### src/include/cpu_settings.svh
`ifndef CPU_SETTINGS_SVH
`define CPU_SETTINGS_SVH

// Width of a machine word, which is also the instruction width
`define DATA_WIDTH 16

// Unified memory size in words
`define MEM_DEPTH 256

// Bits of a word address that actually reach the memory array
`define MEM_ADDR_WIDTH $clog2(`MEM_DEPTH)

// General purpose registers
`define REG_COUNT 4

// Bits needed to name one register
`define REG_INDEX_WIDTH $clog2(`REG_COUNT)

// Widths of the two immediate formats
`define IMM_WIDTH 10
`define OFFSET_WIDTH 12

`endif

### src/hdl/registerFile.sv
`timescale 1ns/100ps
`default_nettype none

`include "cpu_settings.svh"

module registerFile (
	input wire logic clk,
	input wire logic rst,
	input wire logic we,
	input wire logic [`REG_INDEX_WIDTH-1:0] inReg,
	input wire logic [`DATA_WIDTH-1:0] dataIn,
	input wire logic [`REG_INDEX_WIDTH-1:0] outReg1,
	input wire logic [`REG_INDEX_WIDTH-1:0] outReg2,
	output logic [`DATA_WIDTH-1:0] dataOut1,
	output logic [`DATA_WIDTH-1:0] dataOut2
);

	logic [`REG_COUNT-1:0][`DATA_WIDTH-1:0] regs;

	always_ff @(posedge clk or posedge rst) begin
		if (rst) begin
			regs <= '0;
		end
		else if (we) begin
			regs[inReg] <= dataIn;
		end
	end

	// Reads see the old value when the same register is written this cycle
	assign dataOut1 = regs[outReg1];
	assign dataOut2 = regs[outReg2];

endmodule

`default_nettype wire

### config.mk
export PLATFORM = sky130hd
export DESIGN_NAME = registerFile
export DESIGN_NICKNAME = d
export VERILOG_FILES = /design/src/hdl/registerFile.sv
export VERILOG_INCLUDE_DIRS = /design/src /design/src/include
export SDC_FILE = /design/constraint.sdc
export NUM_CORES = 1
export LEC_CHECK = 0
export BUFFER_PORTS_ARGS = -buffer_cell sky130_fd_sc_hd__buf_2
export CAP_MARGIN = 20
export CORE_MARGIN = 4
export CORE_UTILIZATION = 34
export CTS_CLUSTER_SIZE = 10
export DETAILED_ROUTE_END_ITERATION = 10
export PLACE_DENSITY = 0.63
export REMOVE_ABC_BUFFERS = 1
export SLEW_MARGIN = 20
export SYNTH_ARGS = -nofsm -noshare
export SYNTH_HDL_FRONTEND = slang
export SYNTH_SLANG_ARGS = --single-unit
### constraint.sdc
create_clock -name clk -period 1.9 [get_ports clk]
set_clock_uncertainty 0.15 [all_clocks]
set_input_delay 0.285 -clock clk [delete_from_list [all_inputs] [get_ports clk]]
set_output_delay 0.285 -clock clk [all_outputs]
set_load 0.02 [all_outputs]
**After elaboration in Yosys (flattened, before gate mapping)**

Index checks and enable logic that the tools add are counted.

- $lt $le $gt $ge: 4
- Mux-type cells: 7
- Reduce and logical (&&, ||, !) cells: 1

Operators with widths:

| operator | count |
|---|---|
| $bmux W16 S2 | 2 |
| $bwmux W64 | 1 |
| $mux W16 | 3 |
| $demux W16 S2 | 1 |
| $lt A2 B3 Y1 const B | 3 |
| $ge A2 B1 Y1 const B | 1 |
| $logic_and A1 B1 Y1 | 1 |

- Flip-flop bits (word level): 64
- Output and inout port bits: 32
- Logic and storage cells: 16

**Depth between registers and ports, before layout**

- Word-level depth: 5
- Depth in mapped cells: 3

**Worst setup path after synthesis**

Ideal clock, no wire load.

- Path kind: in2out
- Start: in outReg1[0]
- End: out dataOut1[10]
- Arrival time: 1.317 ns
- Data required time: 1.465 ns
- Path slack: 0.148 ns
- Stages on the path: 3
- Buffers on the path: 2
- Cell sequence: buf_2 > buf_4 > mux4_2

- Cells in the longest elaborated chain, start to end: 2

RTL lines:

| what | line | text |
|---|---|---|
| from (decl) | registerFile.sv:12 | `` input wire logic [`REG_INDEX_WIDTH-1:0] outReg1, `` |
| $bmux W16 S2 | registerFile.sv:30 | `assign dataOut1 = regs[outReg1];` |
| $mux W16 (not written as such) | registerFile.sv:30 |  |
| to (decl) | registerFile.sv:14 | `` output logic [`DATA_WIDTH-1:0] dataOut1, `` |

No other way between the ends. The select of a mux whose other input is x is not followed.

**Final worst setup path**

- Start: reg regs[56] in the netlist's numbering
- End: out dataOut1[8]

- Cells in the longest elaborated chain, start to end: 2

RTL lines:

| what | line | text |
|---|---|---|
| from (decl) | registerFile.sv:18 | `` logic [`REG_COUNT-1:0][`DATA_WIDTH-1:0] regs; `` |
| from (signal, indexed assignment) | registerFile.sv:25 | `regs[inReg] <= dataIn;` |
| $bmux W16 S2 | registerFile.sv:30 |  |
| $mux W16 (not written as such) | registerFile.sv:30 |  |

No other way between the ends. The select of a mux whose other input is x is not followed.

==> reports/qor.yml <==
setup_path:
  arrival_ns: 1.39
  critPathRequiredTime_ns: 1.46
  critPathKind: "reg -> out"
  r2r-start: "regs[40]"
  cp-start-kind: "flop"
  crit_path_max_fanout: 3
  crit_start: "regs[56]"
  endpoint_kind: "primary output"
synth:
  synth_seq_cells: 64
  synth_top_area_share_pct: 50.4
  synth_ff_type: "dfrtp_1"
  synth_top_cells_by_count: "64 x dfrtp_1, 64 x mux2_2, 32 x mux4_2, 5 x buf_2, 3 x buf_4"
  ys_warn_count: 0
  yosys-top-cells-area: "dfrtp_1 50%, mux2_2 23%, mux4_2 23%"
  ys_seq_area_share_pct: 50.4
  synth.distinct_cells: 12
  async_reset_ff_share_pct: 100
  syn_area_per_cell_sq_um: 18.0
  syn_area_sq_um: 3180
  netlist_instances: 177
  synth_area_leader_cell: "dfrtp_1"
  synth_edf_count: 0
sta:
  drv_slew: 0
  max_freq_mhz: 547
  min_period_ns: 1.83
  slew_headroom_pct: 66.4
  grt_setup_unrepaired: "false"
  setup_viol_count_final: 0
  final_hold_viol_count: 0
  period_share_pct: 96.3
  holdWs_ns: 0.0764
  fin_tns_setup_ns: 0
  tightest_slew_ns: 0.504
cts:
  post_cts_buffers: 0
  clock_latency_ns: 0.33
  cts_tree: "yes"
  cts_root_buf: "clkbuf_8"
  cts.sinks: 64
  cts_buffer_depth: 2
  cts.htree.levels: 3
  numCtsBuffers: 9
  clk_pin_slew_ns: 0.07
global_routing:
  grt_pass1_wl_um: 11300
  grt_pass1_vias: 2082
  grt_usage_pct: 13.4
  grt_max_degree: 59
  globalRouteOverflowTotal: 0
  antenna_found_initial: 0
drt:
  drc: 0
  finalWirelength_um: 6950
  vias: 1918
  vias_per_cell: 5.36
  dr.pass1.iters: 4
  drt_iter0_markers: 70
  post_drt_wl_per_cell_um: 19.4
  drtAntennaViolNets: 0
final_layout:
  fin_util_pct: 42.9
  synthToLayoutAreaGrowth_pct: 23.4
  diodes: 0
  drive_gt1_share_pct: 73.3
  finalNetCount: 268
  largest_reg_flops: 64
  reg_top3: "regs: 64 flops"
  top_register: "regs"
pwr:
  combPwrFrac_pct: 26.4
  power_leakage_nw: 1.68
  powerDensity_nw_per_um2: 1070
  switching_share_pct: 28.0
  peakVddDrop_v: 0.000338
  power_frac_seq_pct: 42.9
  p_int_mw: 3.03
  clock_power_share_pct: 30.7
  power.switching_mw: 1.18
floorplanning:
  start_util_pct: 34.7
  dieArea_sq_um: 11000
  core_sq_um: 9150
  die_y_um: 105
  die_w_um: 105
  top_level_ports: 57
  num_rows: 35
outcome:
  status: "completed"
worst_hold_path:
  hp-class: "in -> reg"
  min_from: "dataIn[0]"
placement:
  place.detailed.hpwl_um: 4800
  gp_congestion: 0.689
  portBuffers: 56
flow_run:
  drv_cap: 0
-- power groups by stage --
stage | sequential (mW) | clock, mW | combinational, mW
6_report | 1.80 | 1.29 | 1.11
5_1_grt | 1.84 | 1.39 | 1.19
4_1_cts | 1.80 | 1.33 | 1.13
3_5_place_dp | 1.83 | 0 | 1.13
3_3_place_gp | 1.81 | 0 | 1.11
2_1_floorplan | 1.76 | 0 | 0.785
-- through the flow --
stage	area, sq um	std cells	total power [mW]	worst slack (ns)
after floorplan	3100	165	2.54	-0.133
after global placement	3690	342	2.92	0.179
after detailed placement	3690	342	2.96	0.172
after CTS	3920	358	4.26	0.0399
after global routing	3920	358	4.42	0.0150
final	3920	358	4.21	0.0706
-- layout make-up --
| cell class | count | area [sq um] |
|---|---|---|
| Clock inverter | 3 | 65.1 |
| Timing Repair Buffer | 67 | 465 |
| Tap cell | 111 | 139 |
| Clock buffer | 12 | 155 |
| Sequential cell | 64 | 1600 |
| Multi-Input combinational cell | 100 | 1490 |
| Inverter | 1 | 3.75 |
| Fill cell | 830 | 5230 |
-- worst max-delay path: stages, from the launching register on --
cell and delay (ns):
dfrtp_1 0.40, mux4_2 0.49, buf_2 0.18
-- cells by family after synthesis --
group / share of synthesized area (%)
multiplexers: 45.4
flip-flops: 50.4
buffers and inverters: 2.64
AND/OR/NAND/NOR: 1.61
-- timing repair --
| item | 4_1_cts | 5_1_grt |
|---|---|---|
| endpoints found under the hold margin | 50 | 0 |
| hold buffers | 1 | 0 |
| endpoints found under the setup margin | 0 | 0 |
| gates resized for setup | 0 | 0 |
-- metal layers --
metal / vias up / part of all wire [%] / GRT usage (%)
li1: 829 / - / -
met1: 1034 / 45 / 17.6
met2: 44 / 49 / 21.3
met3: 11 / 4.4 / 4.08
met4: 0 / 1.4 / 4.59
met5: - / 0 / 0
-- path summary, 6_finish.rpt --
check                      slack, ns  depth (start not counted)          end
setup reg to reg                0.96                          1     regs[40]
min in group asynchronous       0.24                          3     regs[63]
hold reg to reg                 0.37                          1     regs[53]
max in group asynchronous       0.82                          4     regs[45]
setup / recovery                0.07                          2  dataOut1[8]
hold / removal                  0.08                          2     regs[16]
-- placed cells by master (no fill, tap or decap) --
master and instances:
buf_12 8, buf_2 56, buf_4 2, bufinv_16 2
clkbuf_1 1, clkbuf_8 11, clkinv_2 1, dfrtp_1 64
dlygate4sd3_1 1, inv_2 1, mux2_2 64, mux4_2 32
nand3_2 1, nand3b_2 2, nor3b_4 1
No activity file was read; power rests on OpenSTA's default activity.
