--- config.mk ---
export PLATFORM = sky130hd
export DESIGN_NAME = alu
export DESIGN_NICKNAME = d
export VERILOG_FILES = /design/src/hdl/alu.sv
export VERILOG_INCLUDE_DIRS = /design/src /design/src/include
export SDC_FILE = /design/constraint.sdc
export NUM_CORES = 1
export LEC_CHECK = 0
export BUFFER_PORTS_ARGS = -buffer_cell sky130_fd_sc_hd__buf_2
export CAP_MARGIN = 20
export CORE_MARGIN = 2
export CORE_UTILIZATION = 47
export DETAILED_ROUTE_END_ITERATION = 10
export HOLD_SLACK_MARGIN = 0.02
export PLACE_DENSITY = 0.86
export SYNTH_ARGS = -nofsm -noshare
export SYNTH_HDL_FRONTEND = slang
export SYNTH_SLANG_ARGS = --single-unit
--- constraint.sdc ---
create_clock -name clk -period 4 [get_ports clk]
set_input_delay 0.6 -clock clk [delete_from_list [all_inputs] [get_ports clk]]
set_output_delay 0.6 -clock clk [all_outputs]
set_load 0.1 [all_outputs]
--- src/include/cpu_settings.svh ---
`ifndef CPU_SETTINGS_SVH
`define CPU_SETTINGS_SVH

// Width of a machine word, which is also the instruction width
`define DATA_WIDTH 16

// Unified memory size in words
`define MEM_DEPTH 256

// Bits of a word address that actually reach the memory array
`define MEM_ADDR_WIDTH $clog2(`MEM_DEPTH)

// General purpose registers
`define REG_COUNT 4

// Bits needed to name one register
`define REG_INDEX_WIDTH $clog2(`REG_COUNT)

// Widths of the two immediate formats
`define IMM_WIDTH 10
`define OFFSET_WIDTH 12

`endif

--- src/hdl/alu.sv ---
`timescale 1ns/100ps
`default_nettype none

`include "cpu_settings.svh"

module alu (
	input wire logic clk,
	input wire logic rst,
	input wire logic [`DATA_WIDTH-1:0] in1,
	input wire logic [`DATA_WIDTH-1:0] in2,
	input wire logic sub,
	input wire logic update,
	output logic [`DATA_WIDTH-1:0] result,
	output logic zFlag
);

	always_comb begin
		if (sub) begin
			result = in1 - in2;
		end
		else begin
			result = in1 + in2;
		end
	end

	// Flag keeps the zero status of the last ADD or SUB only
	always_ff @(posedge clk or posedge rst) begin
		if (rst) begin
			zFlag <= 1'b0;
		end
		else if (update) begin
			zFlag <= (result == '0);
		end
	end

endmodule

`default_nettype wire

Word-level counts from Yosys, hierarchy flattened. Cells that the tools add are included. Widths: inputs -> output; s select.

Input port bits: 36. Bits in registers: 1. Output and inout bits: 17.

Reduce and logical (&&, ||, !) cells: 1. Add/subtract/negate cells: 2. Multiplexer cells: 1.

Operators by type and width (count): $add 16x16->16 (1); $logic_not 16->1 (1); $mux 16 (1); $sub 16x16->16 (1).

Longest topological paths before layout.
Depth after elaboration: 3. Depth in mapped cells: 16. Gate-level depth less buffers: 16.

Worst setup path after synthesis. Ideal clock, no wire load.

Path type: input to output. From: in in2[0]. To: out result[15]. Cell stages on the path: 14. Path buffers: 0. Arrival: 4243 ps. Path slack: -843 ps. Path through: inv_1 ha_1 nor2b_1 nand2_1 nor2_1 a21oi_1 xnor2_1 ha_1 a21oi_1 nor3b_1 a21oi_1 o21ai_0 a21oi_1 xnor2_1.

Word-level cells in the longest chain between the ends: 2. Elaborated cells on any way between the ends: 3. Classes of those cells: 2 x add/sub; 1 x mux.

Ends and longest elaborated chain: start: declaration (RTL line alu.sv:10) `` input wire logic [`DATA_WIDTH-1:0] in2, ``; $add 16x16->16 / $sub 16x16->16 (equally long branches) (RTL line alu.sv:22, alu.sv:19); $mux 16 * (RTL line alu.sv:18) `if (sub) begin`; end: declaration (RTL line alu.sv:13) `` output logic [`DATA_WIDTH-1:0] result, ``.

Mark *: on every way between the ends. The rest lies on a longest branch, timed or not.

Final worst setup path.
From: in in2[1]. To: reg zFlag.

Word-level cells in the longest chain between the ends: 3. Elaborated cells on any way between the ends: 4. Classes of those cells: 2 x add/sub; 1 x mux; 1 x reduce/logical.

Ends and longest elaborated chain: $add 16x16->16 / $sub 16x16->16 (equally long branches) (RTL line alu.sv:22, alu.sv:19); $mux 16 * (RTL line alu.sv:18); $logic_not 16->1 * (RTL line alu.sv:32) `zFlag <= (result == '0);`; end signal: assignment (RTL line alu.sv:32); end: declaration (RTL line alu.sv:14) `output logic zFlag`.

Marked as above. A chain may end at the register's enable or synchronous reset.

==> metrics list <==
* Outcome: finished, violations left
- The final reports fail on negative setup slack.
- Arithmetic-cell share of the synthesized area counting full adders, half adders and majority gates: 20.09%
- For this run, the number of standard cells in the final layout without fillers is 247.
* Total half-perimeter wirelength after legalization and detailed placement: 3042 µm
- The initial utilization of the core area, before any placement, comes to 49.55%.
- For the worst setup path, the data arrival time is 3.91 ns.
- Multiplexer area fraction after synthesis: 2.740%
- Reg-to-Reg Start: zFlag
- Total count of hold-check failures in the final report: 0
* Post-synthesis simple-gate area fraction: 22.49%
- Count of vias placed by the detailed router: 1506
- Reg2Reg Capture Point: zFlag
- Derived from the worst setup path, the maximum achievable clock frequency is 249.8 MHz.
- For the worst flop-to-flop path, the logic depth is 2.
- Summing the areas of all compound-gate instances in the mapped netlist gives 28.54% of the synthesized area.
- Critical path capture point type: flip-flop
* Number of DRC violations after detailed routing: 0
- Registers are responsible for 1.1% of the overall power.
- Summed area of non-filler cells in the final layout: 1838 µm²
* Routed wire length per instance: 17.16 µm
* Placement Cell Area: 1668 µm²
* Number of I/O pins: 53
* Crit path setup slack, layout: -0.003413 ns
- Max Clock Skew: 0 ns
- Power share of the clock group: 0%
- Synthesis warning total: 0
* Largest net degree at the start of global routing: 16
* Xor-xnor portion of the synthesized cell area: 20.78%
* Synth-to-layout area growth: 67.69%
- 1st-iter DRT viols: 44
- Wire length of the first global-routing pass: 5775 µm
* Mean instance size in the synthesized netlist: 7.211 µm²
- After global routing the overflow that remains totals 0.
* Antenna viol nets, final: 0
* Layout cell share with drive strength beyond 1: 48.86%
- Weighted congestion reported at the end of routability-driven placement: 0.8702
- Registers with the most flip-flops: zFlag: 1 flops
* Overall Global Routing Usage: 26.47%
* Flip-flop count of the largest register, all copies and words added: 1
- Summing internal, switching and leakage power gives 0.9114 mW.
- Slew at the pin closest to its max-slew limit: 0.4915 ns
- Counting flops and latches in the post-synthesis netlist gives 1.
* Unrepaired setup endpoints after global routing: true
- Startpoint-to-endpoint class of the critical path: input pin to flip-flop
* Standard-cell row count: 17
* Clock insertion delay at the later pin of the skew report: 0 ns
- Dividing total power by cell area gives a power density of 495.9 nW/µm².
* Die height: 52.29 µm
- Share of total power consumed by net switching: 67.47%
- VDD sags by at most 0.0004243 V.
- Relative contribution of combinational cells to total power: 98.9%
* ANT cells: 0
- Register bank with the most flops: zFlag
- Die outline width: 52.29 µm
- Setup slack, reg-to-reg: 3.31 ns
- Internal power comes to 0.2965 mW.
* Tightest slew margin relative to the limit: 67.46%
* Total net switching power: 0.6149 mW
* Max-cap violation count: 0
* Aggregate negative setup slack: -0.003413 ns
- The max-slew violation total from the final report came to 0.
* Largest family of logic cells by synthesized area: compound AO/OA/AOI/OAI gates
- Post-layout net count: 274
- Main synth FF type: dfrtp_1
- When the netlist entered floorplanning its net count stood at 205.
- The analysis attributes to cell leakage a power of 0.8381 nW.
- Number of setup violations in the final report: 1
- STA classifies the critical path startpoint as an input pin.
* Detailed Routing Iterations Pass 1: 4
* Clock transition time at the flip-flop clock pins of the worst setup and hold paths: 0 ns
* Synth unique cells: 36
- The floorplan step defined a core boundary enclosing 2212 µm².
* Maximum fanout encountered on the critical timing path: 4
- Buffers placed on the I/O ports in this run total 52.
* Final critical-path share of the clock period: 100.1%
* Number of synthesized flops with an enable pin: 0
- After synthesis, flip-flops and latches occupy 2.283% of the total area.
- Worst min path class: input pin to async pin
* Initial antenna violation count: 0
* Detailed Route WL: 4239 µm
- The via count of the first global-routing pass was 1378.
- Min cycle time layout: 4.003 ns
- STA puts the critical path data required time at 3.91 ns.
- Total Die Area: 2734 µm²
* Post-Place Cells: 242
* Async SR Flop Fraction: 100.0%
- Post-synthesis cell count: 152
- Vias/cell: 6.097
- In this run, post-CTS hold repair placed 0 buffers.
- The cell area that synthesis handed to floorplanning was 1096 µm².
==> power groups by stage <==
stage	clock network [mW]	registers [mW]	logic [mW]
after floorplan	0	0.0103	0.618
after global placement	0	0.0103	0.820
after detailed placement	0	0.0103	0.839
after CTS	0	0.0103	0.844
after global routing	0	0.0103	0.930
final	0	0.0103	0.901
==> cell families (layout without fill, tap and decap cells) <==
group,Yosys count,after routing
AOI/OAI and AO/OA,47,47
xor gates and xnor gates,26,26
adders and majority gates,17,17
buffers and inverters,9,76
DFF,1,1
muxes,3,3
and+or+nand+nor,49,49
==> synthesized netlist by cell type, types with 2 or more instances <==
cell type | n | share of area [%]
a21o_1 | 4 | 2.7
a21oi_1 | 16 | 7.3
a21oi_2 | 2 | 1.6
ha_1 | 16 | 18
inv_1 | 8 | 2.7
mux2i_1 | 3 | 2.7
nand2_1 | 10 | 3.4
nand2b_1 | 3 | 1.7
nor2_1 | 16 | 5.5
nor2b_1 | 3 | 1.7
nor3_1 | 6 | 2.7
nor4_1 | 2 | 1.1
o211ai_1 | 3 | 2.1
o21a_1 | 5 | 3.4
o21ai_0 | 7 | 3.2
o21ai_1 | 2 | 0.91
o21bai_1 | 2 | 1.4
or4_1 | 2 | 1.4
xnor2_1 | 23 | 18
xor2_1 | 3 | 2.4
==> area by class of cell <==
type / count / area, µm²
timing repair buffer: 68 / 488.0
fill: 131 / 374.1
tap: 28 / 35.03
inverter: 8 / 30.03
sequential: 1 / 25.02
multi-input combinational: 142 / 1260
==> cells in the final DEF (no fill, tap or decap), types with 2 or more instances in the layout <==
master / instances
a21oi_2: 10
nor4_1: 2
a21oi_1: 8
o21ai_1: 4
nand2b_1: 3
mux2i_1: 2
xnor2_1: 16
nand2_1: 9
nor3_1: 4
o21a_1: 5
o211ai_1: 3
nor2b_1: 2
or4_1: 2
ha_2: 3
o21ai_0: 4
xnor2_2: 6
buf_12: 7
inv_1: 8
buf_4: 17
a21o_1: 4
nor2_1: 14
ha_1: 13
buf_2: 44
==> routing by layer <==
| layer | share of wire, % | GRT usage (%) |
|---|---|---|
| met1 | 38 | 31.09 |
| met2 | 53 | 52.50 |
| met3 | 5.9 | 1.429 |
| met4 | 2.4 | 3.846 |
| met5 | 0 | 0 |
==> repair_timing <==
action,CTS,global route
cloned,0,0
pin swaps,0,20
gates resized for setup,4,29
setup endpoints to repair,3,4
buffers inserted,0,5
==> how the worst max path moves through the flow <==
stage	from	endpoint	slack, ns	cells after the start
3_3_place_gp	in2[0]	zFlag	0.0001	16
3_5_place_dp	in2[0]	zFlag	-0.17	16
4_1_cts	in2[0]	zFlag	-0.07	14
6_report	in2[1]	zFlag	-0.003	15
2_1_floorplan	in2[5]	result[8]	-0.22	9
5_1_grt	in2[1]	zFlag	-0.18	15
==> worst max-delay path, stage by stage <==
cell and delay [ns]:
buf_4 0.13, nor3_4 0.22, nand2_1 0.10, o21bai_2 0.16, buf_4 0.15, xnor2_1 0.06, ha_2 0.40, nand2_1 0.09
o21ai_1 0.20, nand2_1 0.18, o21ai_4 0.25, xor2_4 0.09, or4_1 0.54, or4b_4 0.55, o31ai_4 0.18
==> through the flow <==
step	utilization (%)	setup WS (ns)	hold WS (ns)
3_5_place_dp	75.40	-0.1707	0.4386
5_1_grt	83.09	-0.1788	0.4532
4_1_cts	76.07	-0.06991	0.4386
6_report	83.09	-0.003413	0.4397
2_1_floorplan	-	-0.2202	0.3287
3_3_place_gp	75.40	0.0001150	0.4309
No activity file was read; power rests on OpenSTA's default activity.
