$ cat src/include/cpu_settings.svh
`ifndef CPU_SETTINGS_SVH
`define CPU_SETTINGS_SVH

// Width of a machine word, which is also the instruction width
`define DATA_WIDTH 16

// Unified memory size in words
`define MEM_DEPTH 256

// Bits of a word address that actually reach the memory array
`define MEM_ADDR_WIDTH $clog2(`MEM_DEPTH)

// General purpose registers
`define REG_COUNT 4

// Bits needed to name one register
`define REG_INDEX_WIDTH $clog2(`REG_COUNT)

// Widths of the two immediate formats
`define IMM_WIDTH 10
`define OFFSET_WIDTH 12

`endif

$ cat src/hdl/isaPkg.sv
`default_nettype none

`include "cpu_settings.svh"

package isaPkg;

	// Codes not listed here execute as no-operations
	typedef enum logic [3:0] {
		OP_ADD  = 4'h0,
		OP_SUB  = 4'h1,
		OP_LI   = 4'h2,
		OP_LD   = 4'h3,
		OP_LDA  = 4'h4,
		OP_ST   = 4'h5,
		OP_STA  = 4'h6,
		OP_BZ   = 4'h7,
		OP_BR   = 4'h8,
		OP_JR   = 4'h9,
		OP_HALT = 4'hf
	} opcode_t;

	// ADD, SUB: rd = rs1 op rs2. LD: rd = mem[rs1]. ST: mem[rs1] = rd. JR: pc = rs1
	typedef struct packed {
		opcode_t opcode;
		logic [1:0] rd;
		logic [1:0] rs1;
		logic [1:0] rs2;
		logic [5:0] spare;
	} rFormat_t;

	// LI: rd = imm. LDA: rd = mem[imm]. STA: mem[imm] = rd
	typedef struct packed {
		opcode_t opcode;
		logic [1:0] rd;
		logic [`IMM_WIDTH-1:0] imm;
	} iFormat_t;

	// BZ and BR add the offset to the PC of the branch itself
	typedef struct packed {
		opcode_t opcode;
		logic [`OFFSET_WIDTH-1:0] offset;
	} bFormat_t;

	// Three overlapping views of the same instruction word
	typedef union packed {
		rFormat_t r;
		iFormat_t i;
		bFormat_t b;
	} instrFields_t;

	typedef enum logic [1:0] {WB_ALU, WB_MEM, WB_IMM} wbSel_t;

	typedef enum logic [1:0] {PC_INC, PC_REL, PC_REG, PC_HOLD} pcSel_t;

	typedef struct packed {
		logic regWrite;
		logic [`REG_INDEX_WIDTH-1:0] regDest;
		logic [`REG_INDEX_WIDTH-1:0] regSrc1;
		logic [`REG_INDEX_WIDTH-1:0] regSrc2;
		logic aluSub;
		logic aluUpdate;
		logic memWrite;
		logic dAddrFromReg;
		wbSel_t wbSel;
		pcSel_t pcSel;
	} control_t;

endpackage

`default_nettype wire

$ cat src/hdl/decoder.sv
`timescale 1ns/100ps
`default_nettype none

`include "cpu_settings.svh"

module decoder
	import isaPkg::*;
(
	input wire instrFields_t instruction,
	input wire logic active,
	input wire logic zFlag,
	output control_t ctrl,
	output logic [`DATA_WIDTH-1:0] imm
);

	logic [`DATA_WIDTH-1:0] immShort;
	logic [`DATA_WIDTH-1:0] immLong;

	// Sign extension for the I-type and branch formats
	assign immShort = {{(`DATA_WIDTH-`IMM_WIDTH){instruction.i.imm[`IMM_WIDTH-1]}},
		instruction.i.imm};
	assign immLong = {{(`DATA_WIDTH-`OFFSET_WIDTH){instruction.b.offset[`OFFSET_WIDTH-1]}},
		instruction.b.offset};

	always_comb begin
		ctrl = '0;
		ctrl.regDest = instruction.r.rd;
		ctrl.regSrc1 = instruction.r.rs1;
		ctrl.regSrc2 = instruction.r.rs2;
		ctrl.wbSel = WB_ALU;
		ctrl.pcSel = PC_INC;
		imm = immShort;

		case (instruction.r.opcode)
			OP_ADD: begin
				ctrl.regWrite = 1'b1;
				ctrl.aluUpdate = 1'b1;
			end
			OP_SUB: begin
				ctrl.regWrite = 1'b1;
				ctrl.aluUpdate = 1'b1;
				ctrl.aluSub = 1'b1;
			end
			OP_LI: begin
				ctrl.regWrite = 1'b1;
				ctrl.wbSel = WB_IMM;
			end
			OP_LD: begin
				ctrl.regWrite = 1'b1;
				ctrl.wbSel = WB_MEM;
				ctrl.dAddrFromReg = 1'b1;
			end
			OP_LDA: begin
				ctrl.regWrite = 1'b1;
				ctrl.wbSel = WB_MEM;
			end
			// Store data comes from rd through read port 2
			OP_ST: begin
				ctrl.memWrite = 1'b1;
				ctrl.dAddrFromReg = 1'b1;
				ctrl.regSrc2 = instruction.r.rd;
			end
			OP_STA: begin
				ctrl.memWrite = 1'b1;
				ctrl.regSrc2 = instruction.r.rd;
			end
			OP_BZ: begin
				imm = immLong;
				ctrl.pcSel = zFlag ? PC_REL : PC_INC;
			end
			OP_BR: begin
				imm = immLong;
				ctrl.pcSel = PC_REL;
			end
			OP_JR: begin
				ctrl.pcSel = PC_REG;
			end
			OP_HALT: begin
				ctrl.pcSel = PC_HOLD;
			end
			default: begin
			end
		endcase

		// Idle or halted core changes nothing
		if (!active) begin
			ctrl.regWrite = 1'b0;
			ctrl.memWrite = 1'b0;
			ctrl.aluUpdate = 1'b0;
			ctrl.pcSel = PC_HOLD;
		end
	end

endmodule

`default_nettype wire

$ cat config.mk
export PLATFORM = sky130hd
export DESIGN_NAME = decoder
export DESIGN_NICKNAME = d
export VERILOG_FILES = /design/src/hdl/isaPkg.sv /design/src/hdl/decoder.sv
export VERILOG_INCLUDE_DIRS = /design/src /design/src/include
export SDC_FILE = /design/constraint.sdc
export NUM_CORES = 1
export LEC_CHECK = 0
export ABC_AREA = 1
export BUFFER_PORTS_ARGS = -buffer_cell sky130_fd_sc_hd__buf_2
export CORE_AREA = 2 2 39 41
export DETAILED_ROUTE_END_ITERATION = 10
export DIE_AREA = 0 0 41 43
export GPL_ROUTABILITY_DRIVEN = 1
export PLACE_DENSITY = 0.82
export SYNTH_ARGS = -nofsm -noshare
export SYNTH_HDL_FRONTEND = slang
export SYNTH_SLANG_ARGS = --single-unit
$ cat constraint.sdc
create_clock -name vclk -period 1.86
set_input_delay 0.372 -clock vclk [all_inputs]
set_output_delay 0.372 -clock vclk [all_outputs]
set_load 0.005 [all_outputs]
# == Word level (Yosys, flattened, before mapping) ==
# Index checks and enable logic that the tools add are counted.
# word_totals
reg_bits,0
output_inout_bits,31
inputBits,18
word_cells,30
# op_classes
muxes,13
n_eq_ne,10
reduce_logical,7
# ops
operator,n
== test 4 x 3 -> 1 bit (second input constant),4
two-way mux 16 bit,1
== test 4 bit (second input constant),3
OR reduction 2 bit,5
== test 4 x 2 -> 1 bit (second input constant),2
one-hot mux 2 bit (4 select lines),1
two-way mux 1 bit,7
two-way mux 2 bit,3
OR reduction 5 bit,1
== test 4 x 1 -> 1 bit (second input constant),1
logical NOT 4 bit,1
one-hot mux 2 bit (2 select lines),1

# == Longest topological paths before layout ==
# logic_depth
word_depth,4
ltp_mapped,7
ltp_nobuf,6

# == Worst setup path before layout ==
# Ideal clock, no wire load.
# synth_timing
path_kind,input -> output
from,in instruction[13] in the netlist's numbering
to,out imm[12]
arrival_time_ns,0.959
slack_ns,0.529
stages,5
t_required_ns,1.488
n_path_buf,1
cell_sequence,nor2_1 -> nand2_2 -> nand3_1 -> nand2_1 -> buf_4
# synth_between
elab_chain_cells,3
elab_cells_between_ends,4
cone_classes,eq/ne (2); mux (1); reduce/logical (1)
# synth_lines
item,line_no,text
"start, declared",decoder.sv:9,"input wire instrFields_t instruction,"
== test 4 bit / == test 4 x 3 -> 1 bit (equally long branches),decoder.sv:34,case (instruction.r.opcode)
OR reduction 2 bit (no line) (*),-,
two-way mux 16 bit (*),decoder.sv:34,
"end, declared",decoder.sv:13,output logic [`DATA_WIDTH-1:0] imm
# Mark *: on every way between the ends. The rest lies on a longest branch, timed or not.

# == Worst setup path after layout ==
# layout_timing
from,in instruction[13] in the netlist's numbering
to,out imm[14]
# The elaborated chain is that of the path after synthesis.

==> metrics.yaml <==
grt_pass1_vias: 285
routed_wl_um: 824
fp.dieH_um: 43
wl_met1_um: 316
grt-ovfl-total: 0
antenna_cells: 0
worstPathMaxFanout: 5
max-vdd-ir-drop_v: 0.0000555
fmax_ghz: 0.666
via_per_inst: 4.06
synthMuxAreaShare: 0
synth_compound_gate_area_share: 0.0254
design.seq.count: 0
maxSlewViolCount: 0
tightestPinTransition_ns: 0.186
min_path_type: "in -> out"
grt_first_pass_wirelength_mm: 1.06
leakage_nw: 0.283
start_util: 0.250
ios: 49
synth-adder-area-share: 0
met3_length_um: 88
post-cts-setup-buffers: 0
worst_setup_path_end_kind: "output port"
grt_usage: 0.0799
grt_max_degree: 8
synth_area_per_cell_um2: 5.23
period_needed_ns: 1.50
setup_slack_ns: 0.359
portBuffers: 34
setup-tns-final_ns: 0
timing.slew.headroom: 0.875
crit_path_start_kind: "primary input"
syn_inst: 66
cp_top_family: "simple AND/OR/NAND/NOR gates"
fp-row-count: 14
cts_hold_buf: 0
outcome: "finished, final reports clean"
synth_nets: 84
drt_first_pass_iters: 4
slowest_delay_ns: 0.18
fillCellCount: 175
coreArea_um2: 1380
wire_per_inst_um: 8.41
setup_viol: 0
ys_warn_count: 0
clock_buffers: 0
antenna_found_initial: 0
dp_slack_ns: 0.351
path_buf_inv: 2
synth_area_um2: 345
drt-initial-drc-count: 2
synth_top_family_by_area: "simple AND/OR/NAND/NOR gates"
arrival_ns: 1.13
maxCapViolations: 0
crit_path_top_delay_cell: "nor2_1"
cp.required_ns: 1.49
drtAntennaViolNets: 0
hpwl_um: 764
path_cells: "buf_2 > nor2_1 > nand2_2 > nand2_2 > nand2_1 > nand2_1 > buf_2"
synthToLayoutAreaGrowth_pct: 15.9
regArea_um2: 0
min_period_over_period: 0.807
rsz0062_at_grt: "no"
hold_violations: 0
place_congestion: 0.816
synthSimpleGateAreaFrac: 0.496
yosysUniqueCellTypes: 11
top_layer: "met3"
synth_xor_area_frac: 0
p_per_area_nw_per_um2: 214
crit_type: "in -> out"
die_w_um: 41
vias: 398
ys_seq_area_frac: 0
postCtsResizedCells: 0
final_nets: 102
multi_input_area_um2: 180
die_area_um2: 1760
drive_gt1_frac: 0.512
drcViolationCount: 0
met2_length_um: 418
==> synth_stat cells, drive strengths merged <==
cell	instances	area, um^2
nand2	24	97.6
buf	18	135
nor2	9	43.8
inv	8	30.0
nand3	5	25.0
a21oi	1	8.76
nor3	1	5.00
==> final cells by class <==
class,count,area share
multi-input cells,40,0.450
well taps,16,0.0500
inverters,8,0.0750
repair buffers,34,0.425
==> metal layers <==
metal,vias to the layer above,track usage
met5,-,0
li1,212,-
met3,0,0.0157
met2,19,0.144
met4,0,0
met1,167,0.0981
==> stage by stage <==
step | cells | total power, mW | hold slack, ns | util | instance area [um^2]
finish | 98 | 0.0856 | 0.744 | 0.289 | 400
CTS | 98 | 0.0876 | 0.744 | 0.289 | 400
global placement | 98 | 0.0853 | 0.744 | 0.289 | 400
global route | 98 | 0.0969 | 0.744 | 0.289 | 400
floorplan | 66 | 0.0708 | 0.780 | - | 345
detailed placement | 98 | 0.0873 | 0.744 | 0.289 | 400
==> report_power, final <==
part	switching (mW)	leakage (nW)	total (mW)	internal, mW
registers	0	0	0	0
clock network	0	0	0	0
logic	0.0468	0.283	0.0856	0.0389
==> placed cells by master (no fill, tap or decap) <==
master and instances:
nor2_2 1, inv_1 6, nor2_1 7, buf_2 34, a21oi_2 1, nand2_1 21, nand2_2 3, inv_2 2
nor3_1 1, nor2_4 1, nand3_1 5
==> cells by family after synthesis <==
group                  after synthesis
AND/OR/NAND/NOR                     39
buffers and inverters               26
AO/OA/AOI/OAI                        1
==> final timing paths <==
check / from / end / slack [ns] / cells past startpoint
worst max-delay path: instruction[13] / imm[14] / 0.36 / 7
worst min-delay path: instruction[2] / imm[2] / 0.74 / 0
(Power assumes the default switching activity.)
