<file path="src/include/cpu_settings.svh">
`ifndef CPU_SETTINGS_SVH
`define CPU_SETTINGS_SVH

// Width of a machine word, which is also the instruction width
`define DATA_WIDTH 16

// Unified memory size in words
`define MEM_DEPTH 256

// Bits of a word address that actually reach the memory array
`define MEM_ADDR_WIDTH $clog2(`MEM_DEPTH)

// General purpose registers
`define REG_COUNT 4

// Bits needed to name one register
`define REG_INDEX_WIDTH $clog2(`REG_COUNT)

// Widths of the two immediate formats
`define IMM_WIDTH 10
`define OFFSET_WIDTH 12

`endif

</file>
<file path="src/hdl/isaPkg.sv">
`default_nettype none

`include "cpu_settings.svh"

package isaPkg;

	// Codes not listed here execute as no-operations
	typedef enum logic [3:0] {
		OP_ADD  = 4'h0,
		OP_SUB  = 4'h1,
		OP_LI   = 4'h2,
		OP_LD   = 4'h3,
		OP_LDA  = 4'h4,
		OP_ST   = 4'h5,
		OP_STA  = 4'h6,
		OP_BZ   = 4'h7,
		OP_BR   = 4'h8,
		OP_JR   = 4'h9,
		OP_HALT = 4'hf
	} opcode_t;

	// ADD, SUB: rd = rs1 op rs2. LD: rd = mem[rs1]. ST: mem[rs1] = rd. JR: pc = rs1
	typedef struct packed {
		opcode_t opcode;
		logic [1:0] rd;
		logic [1:0] rs1;
		logic [1:0] rs2;
		logic [5:0] spare;
	} rFormat_t;

	// LI: rd = imm. LDA: rd = mem[imm]. STA: mem[imm] = rd
	typedef struct packed {
		opcode_t opcode;
		logic [1:0] rd;
		logic [`IMM_WIDTH-1:0] imm;
	} iFormat_t;

	// BZ and BR add the offset to the PC of the branch itself
	typedef struct packed {
		opcode_t opcode;
		logic [`OFFSET_WIDTH-1:0] offset;
	} bFormat_t;

	// Three overlapping views of the same instruction word
	typedef union packed {
		rFormat_t r;
		iFormat_t i;
		bFormat_t b;
	} instrFields_t;

	typedef enum logic [1:0] {WB_ALU, WB_MEM, WB_IMM} wbSel_t;

	typedef enum logic [1:0] {PC_INC, PC_REL, PC_REG, PC_HOLD} pcSel_t;

	typedef struct packed {
		logic regWrite;
		logic [`REG_INDEX_WIDTH-1:0] regDest;
		logic [`REG_INDEX_WIDTH-1:0] regSrc1;
		logic [`REG_INDEX_WIDTH-1:0] regSrc2;
		logic aluSub;
		logic aluUpdate;
		logic memWrite;
		logic dAddrFromReg;
		wbSel_t wbSel;
		pcSel_t pcSel;
	} control_t;

endpackage

`default_nettype wire

</file>
<file path="src/hdl/programCounter.sv">
`timescale 1ns/100ps
`default_nettype none

`include "cpu_settings.svh"

module programCounter
	import isaPkg::*;
(
	input wire logic clk,
	input wire logic rst,
	input wire pcSel_t pcSel,
	input wire logic [`DATA_WIDTH-1:0] imm,
	input wire logic [`DATA_WIDTH-1:0] target,
	input wire logic halt,
	output logic [`DATA_WIDTH-1:0] pc,
	output logic active,
	output logic halted
);

	typedef enum logic [1:0] {IDLE, RUNNING, STOPPED} runState_t;

	runState_t state;
	logic [`DATA_WIDTH-1:0] nextPc;

	always_comb begin
		case (pcSel)
			PC_REL:  nextPc = pc + imm;
			PC_REG:  nextPc = target;
			PC_HOLD: nextPc = pc;
			default: nextPc = pc + 1'b1;
		endcase
	end

	// Idle lasts one cycle after reset so loading and execution never overlap
	always_ff @(posedge clk or posedge rst) begin
		if (rst) begin
			pc <= '0;
			state <= IDLE;
		end
		else begin
			pc <= nextPc;
			case (state)
				IDLE: state <= RUNNING;
				RUNNING: if (halt) state <= STOPPED;
				default: state <= STOPPED;
			endcase
		end
	end

	assign active = (state == RUNNING);
	assign halted = (state == STOPPED);

endmodule

`default_nettype wire

</file>
<file path="config.mk">
export PLATFORM = sky130hd
export DESIGN_NAME = programCounter
export DESIGN_NICKNAME = d
export VERILOG_FILES = /design/src/hdl/isaPkg.sv /design/src/hdl/programCounter.sv
export VERILOG_INCLUDE_DIRS = /design/src /design/src/include
export SDC_FILE = /design/constraint.sdc
export NUM_CORES = 1
export LEC_CHECK = 0
export BUFFER_PORTS_ARGS = -buffer_cell sky130_fd_sc_hd__buf_2
export CAP_MARGIN = 0
export CORE_MARGIN = 2
export CORE_UTILIZATION = 52
export CTS_CLUSTER_DIAMETER = 60
export DETAILED_ROUTE_END_ITERATION = 10
export HOLD_SLACK_MARGIN = 0.03
export PLACE_DENSITY = 0.81
export SYNTH_ARGS = -nofsm -noshare
export SYNTH_HDL_FRONTEND = slang
export SYNTH_SLANG_ARGS = --single-unit
export TNS_END_PERCENT = 5
</file>
<file path="constraint.sdc">
create_clock -name clk -period 3.4 [get_ports clk]
set_input_delay 0.51 -clock clk [delete_from_list [all_inputs] [get_ports clk]]
set_output_delay 0.51 -clock clk [all_outputs]
set_load 0.02 [all_outputs]
</file>
; Yosys cells after proc, flatten, opt, wreduce, memory -nomap -nowiden
; Cells that the tools add are included.
[op_classes]
n_addsub = 2
eq_ne = 6
muxes = 3
n_reduce_logical = 1
[ops]
columns = op, n
row1 = one-hot mux 16 bit (3 select lines), 1
row2 = adder 16 x 1 -> 16 bit (second input constant), 1
row3 = adder 16 bit, 1
row4 = == test 2 bit (second input constant), 3
row5 = == test 2 x 1 -> 1 bit (second input constant), 2
row6 = one-hot mux 2 bit (2 select lines), 1
row7 = zero test 2 bit, 1
row8 = 2-to-1 mux 2 bit, 1
row9 = inequality test 2 bit (second input constant), 1
[word_totals]
register_bits = 18
input_bits = 37

; Longest topological paths before layout
[logic_depth]
word_depth = 2
mapped_depth = 12

; Worst setup path after synthesis
; No wires, ideal clock.
[synth_path]
kind = input-to-reg
start = input port pcSel[0]
end = register pc[12]
path_stages = 11
t_arrival_ps = 2619
required_ps = 3250
path_slack_ps = 631
path_cell_list = buf_2 -> nor2b_1 -> nand2b_1 -> ha_1 -> fa_1 -> a21oi_1 -> o211ai_1 -> a41oi_1 -> o21ai_0 -> mux2i_1 -> o311ai_0
[synth_via]
elab_chain_len = 2
word_cells_on_any_way = 4
cone_classes = eq/ne (3) / mux (1)
[synth_rtl]
columns = item, line
row1 = "start, declared", programCounter.sv:11  ; input wire pcSel_t pcSel,
row2 = == test 2 bit / == test 2 x 1 -> 1 bit (equally long branches), programCounter.sv:26  ; case (pcSel)
row3 = one-hot mux 16 bit (3 select lines), programCounter.sv:26
row4 = "end signal, assigned", programCounter.sv:41  ; pc <= nextPc;
row5 = "end, declared", programCounter.sv:15  ; output logic [`DATA_WIDTH-1:0] pc,
; Several ways; a longest one is shown, not always the timed one.
; A chain may end at the register's enable or synchronous reset.

; Worst setup path after layout
; Ends and elaborated chain as after synthesis.

==> flow_summary.json <==
{
  "status": "completed",
  "async_flop_share_pct": 100,
  "drtIter0Drc": 64,
  "num-fill-cells": 307,
  "ys_seq_elements": 18,
  "diodes": 0,
  "boundaryPins": 55,
  "r2r_cells": 8,
  "die_h_um": 61.6,
  "hold_class": "input port to async pin",
  "slowest_delay_ns": 0.41,
  "yosys-mux-area-fraction_pct": 12.2,
  "finalWorstPathRequiredPeriod_ns": 2.68,
  "dp_cells": 297,
  "cts_hold_buf": 0,
  "cp-startpoint": "pcSel[0]",
  "cts_tree": "yes",
  "final_layout_size_suffix_gt1_share_pct": 28.5,
  "antenna_found_initial": 0,
  "totalNegativeSetupSlack_ns": 0,
  "crit_buf_inv": 1,
  "synth_top_area_cell": "dfrtp_1",
  "seq_area_um2": 450,
  "syn-num-nets": 256,
  "finalHoldViolCount": 0,
  "synth_edf_count": 0,
  "die_area_um2": 3790,
  "htree_levels": 1,
  "synth_cell_type_count": 42,
  "cts_sinks": 18,
  "cts_buffer_depth": 2,
  "synth.most_common_cell": "a21oi_1",
  "synthTopCellsByCount": "20 x a21oi_1, 18 x dfrtp_1, 17 x nor2_1, 16 x nand2_1, 15 x ha_1",
  "netlist_area_um2": 1720,
  "synth_adder_area_share_pct": 12.1,
  "synthXorXnorAreaFrac_pct": 5.59,
  "cap_violations": 0,
  "synthTopCellsByArea": "dfrtp_1 26%, ha_1 11%, mux2i_1 7.0%",
  "final_max_slew_viol_count": 0,
  "cts_setup_buffers": 0,
  "grt_max_degree": 41,
  "fmax_mhz": 373,
  "powerDensity_nw_per_um2": 643,
  "end_kind": "register",
  "syn_avg_cell_area_um2": 8.49,
  "vias": 1624,
  "power_leakage_nw": 0.990,
  "max-slew-margin-rel_pct": 54.0,
  "worst_pin_slew_ns": 0.689,
  "drt_first_pass_iters": 4,
  "grt_first_pass_wirelength_mm": 6.35,
  "fin_hold_ws_ns": 0.302,
  "synth_top_area_share_pct": 26.1,
  "clkTransAtPathRegs_ns": 0.10,
  "ant_nets": 0,
  "synth_top_family_by_area": "simple AND/OR/NAND/NOR gates",
  "wl_mm": 3.84,
  "port_buffers": 54,
  "reg2reg_from": "pc[0]",
  "clock_skew_ns": 0.00544,
  "numCtsBuffers": 3,
  "routabilityCongestion": 0.827,
  "multiInputGateArea_um2": 1220,
  "synth_compound_area_share_pct": 19.8,
  "criticalPathCategory": "input port to register",
  "rsz0062_at_grt": "no",
  "initial_core_util_pct": 55.5,
  "clkLatencyLatePin_ns": 0.29,
  "yosysWarnings": 0,
  "cp_max_fo": 3,
  "coreArea_um2": 3100,
  "yosysSeqAreaShare_pct": 26.1,
  "slowest_stage": "fa_1",
  "areaGrowthSynthToFinish_pct": 20.0,
  "synthSimpleGateAreaFrac_pct": 20.9,
  "worstPathRequired_ns": 3.56,
  "drc": 0,
  "die_x_um": 61.6,
  "cts-root-buf": "clkbuf_4",
  "layoutNonFillerInstCount": 300,
  "worst_ir_drop_vdd_mv": 0.397,
  "arrival_ns": 2.84,
  "vias_per_cell": 5.41,
  "ctsResizeCount": 0,
  "period_share_pct": 78.9,
  "ys.flop_type": "dfrtp_1",
  "grt_pass1_vias": 1541,
  "path_depth": 11,
  "setup_viol": 0,
  "post-dp-hpwl_mm": 3.04,
  "netlist_instances": 203,
  "startpoint_type": "input port",
  "wire_per_inst_um": 12.8,
  "nets": 311,
  "crit_chain": "buf_2 > nor2b_1 > nand2b_1 > ha_1 > fa_1 > a21oi_1 > o211ai_1 > a41oi_1 > o21ai_0 > mux2i_1 > o311ai_0",
  "utilization_pct": 66.6,
  "grt_usage_pct": 22.4,
  "crit_family": "compound AO/OA/AOI/OAI gates",
  "overflow": 0,
  "row_count": 20
}
[area by class of cell]
class | count | share of cell area (%)
Timing Repair Buffer | 58 | 14.5
Inverter | 6 | 1.09
Sequential cell | 18 | 21.8
Tap cell | 44 | 2.66
Multi-Input combinational cell | 171 | 58.8
Clock buffer | 3 | 1.09
[cell usage in the layout (no fill, tap or decap), types with 9 or more instances in the layout]
master / count
buf_2: 54
a21oi_1: 20
dfrtp_1: 18
nor2_1: 17
nand2_1: 16
ha_1: 15
and2_1: 14
mux2i_1: 12
o21ai_0: 9
[power by group]
group,internal [mW],total [mW],switching (mW)
Combinational,0.360,0.851,0.491
Sequential,0.296,0.369,0.0727
Clock,0.0413,0.108,0.0668
Total,0.698,1.33,0.631
[through the flow]
| stage | power (mW) | setup slack, ns | instance area (µm²) |
|---|---|---|---|
| 6_report | 1.33 | 0.716 | 2070 |
| 5_1_grt | 1.46 | 0.509 | 2070 |
| 4_1_cts | 1.33 | 0.728 | 2070 |
| 3_5_place_dp | 1.22 | 0.442 | 2040 |
| 3_3_place_gp | 1.20 | 0.497 | 2040 |
| 2_1_floorplan | 1.01 | 0.631 | 1720 |
[flip-flops by register name (all words and copies together) (netlist names)]
name	count
pc	16
state	2
[logic make-up (layout without fill, tap and decap cells)]
group           count (synthesis)  count (layout)
mux                            20              20
fa+ha+maj                      16              16
simple gates                   72              72
xor+xnor                       11              11
compound gates                 52              52
flops                          18              18
buf+inv                        14              67
[metal layers]
| metal | up-vias | routed length [µm] | GRT usage (%) |
|---|---|---|---|
| met3 | 9 | 145 | 2.52 |
| met2 | 41 | 1810 | 38.5 |
| met4 | 0 | 81 | 8.51 |
| met5 | - | 0 | 0 |
| li1 | 840 | - | - |
| met1 | 734 | 1810 | 28.8 |
[final timing paths]
| path | to | slack, ns |
|---|---|---|
| max in group asynchronous | pc[4] | 2.66 |
| hold reg to reg | state[0] | 0.46 |
| setup reg to reg | pc[12] | 0.93 |
| min in group clk | state[0] | 0.39 |
| hold / removal | pc[6] | 0.30 |
| setup / recovery | pc[12] | 0.72 |
Note: power is estimated with default switching activity, not from simulation.
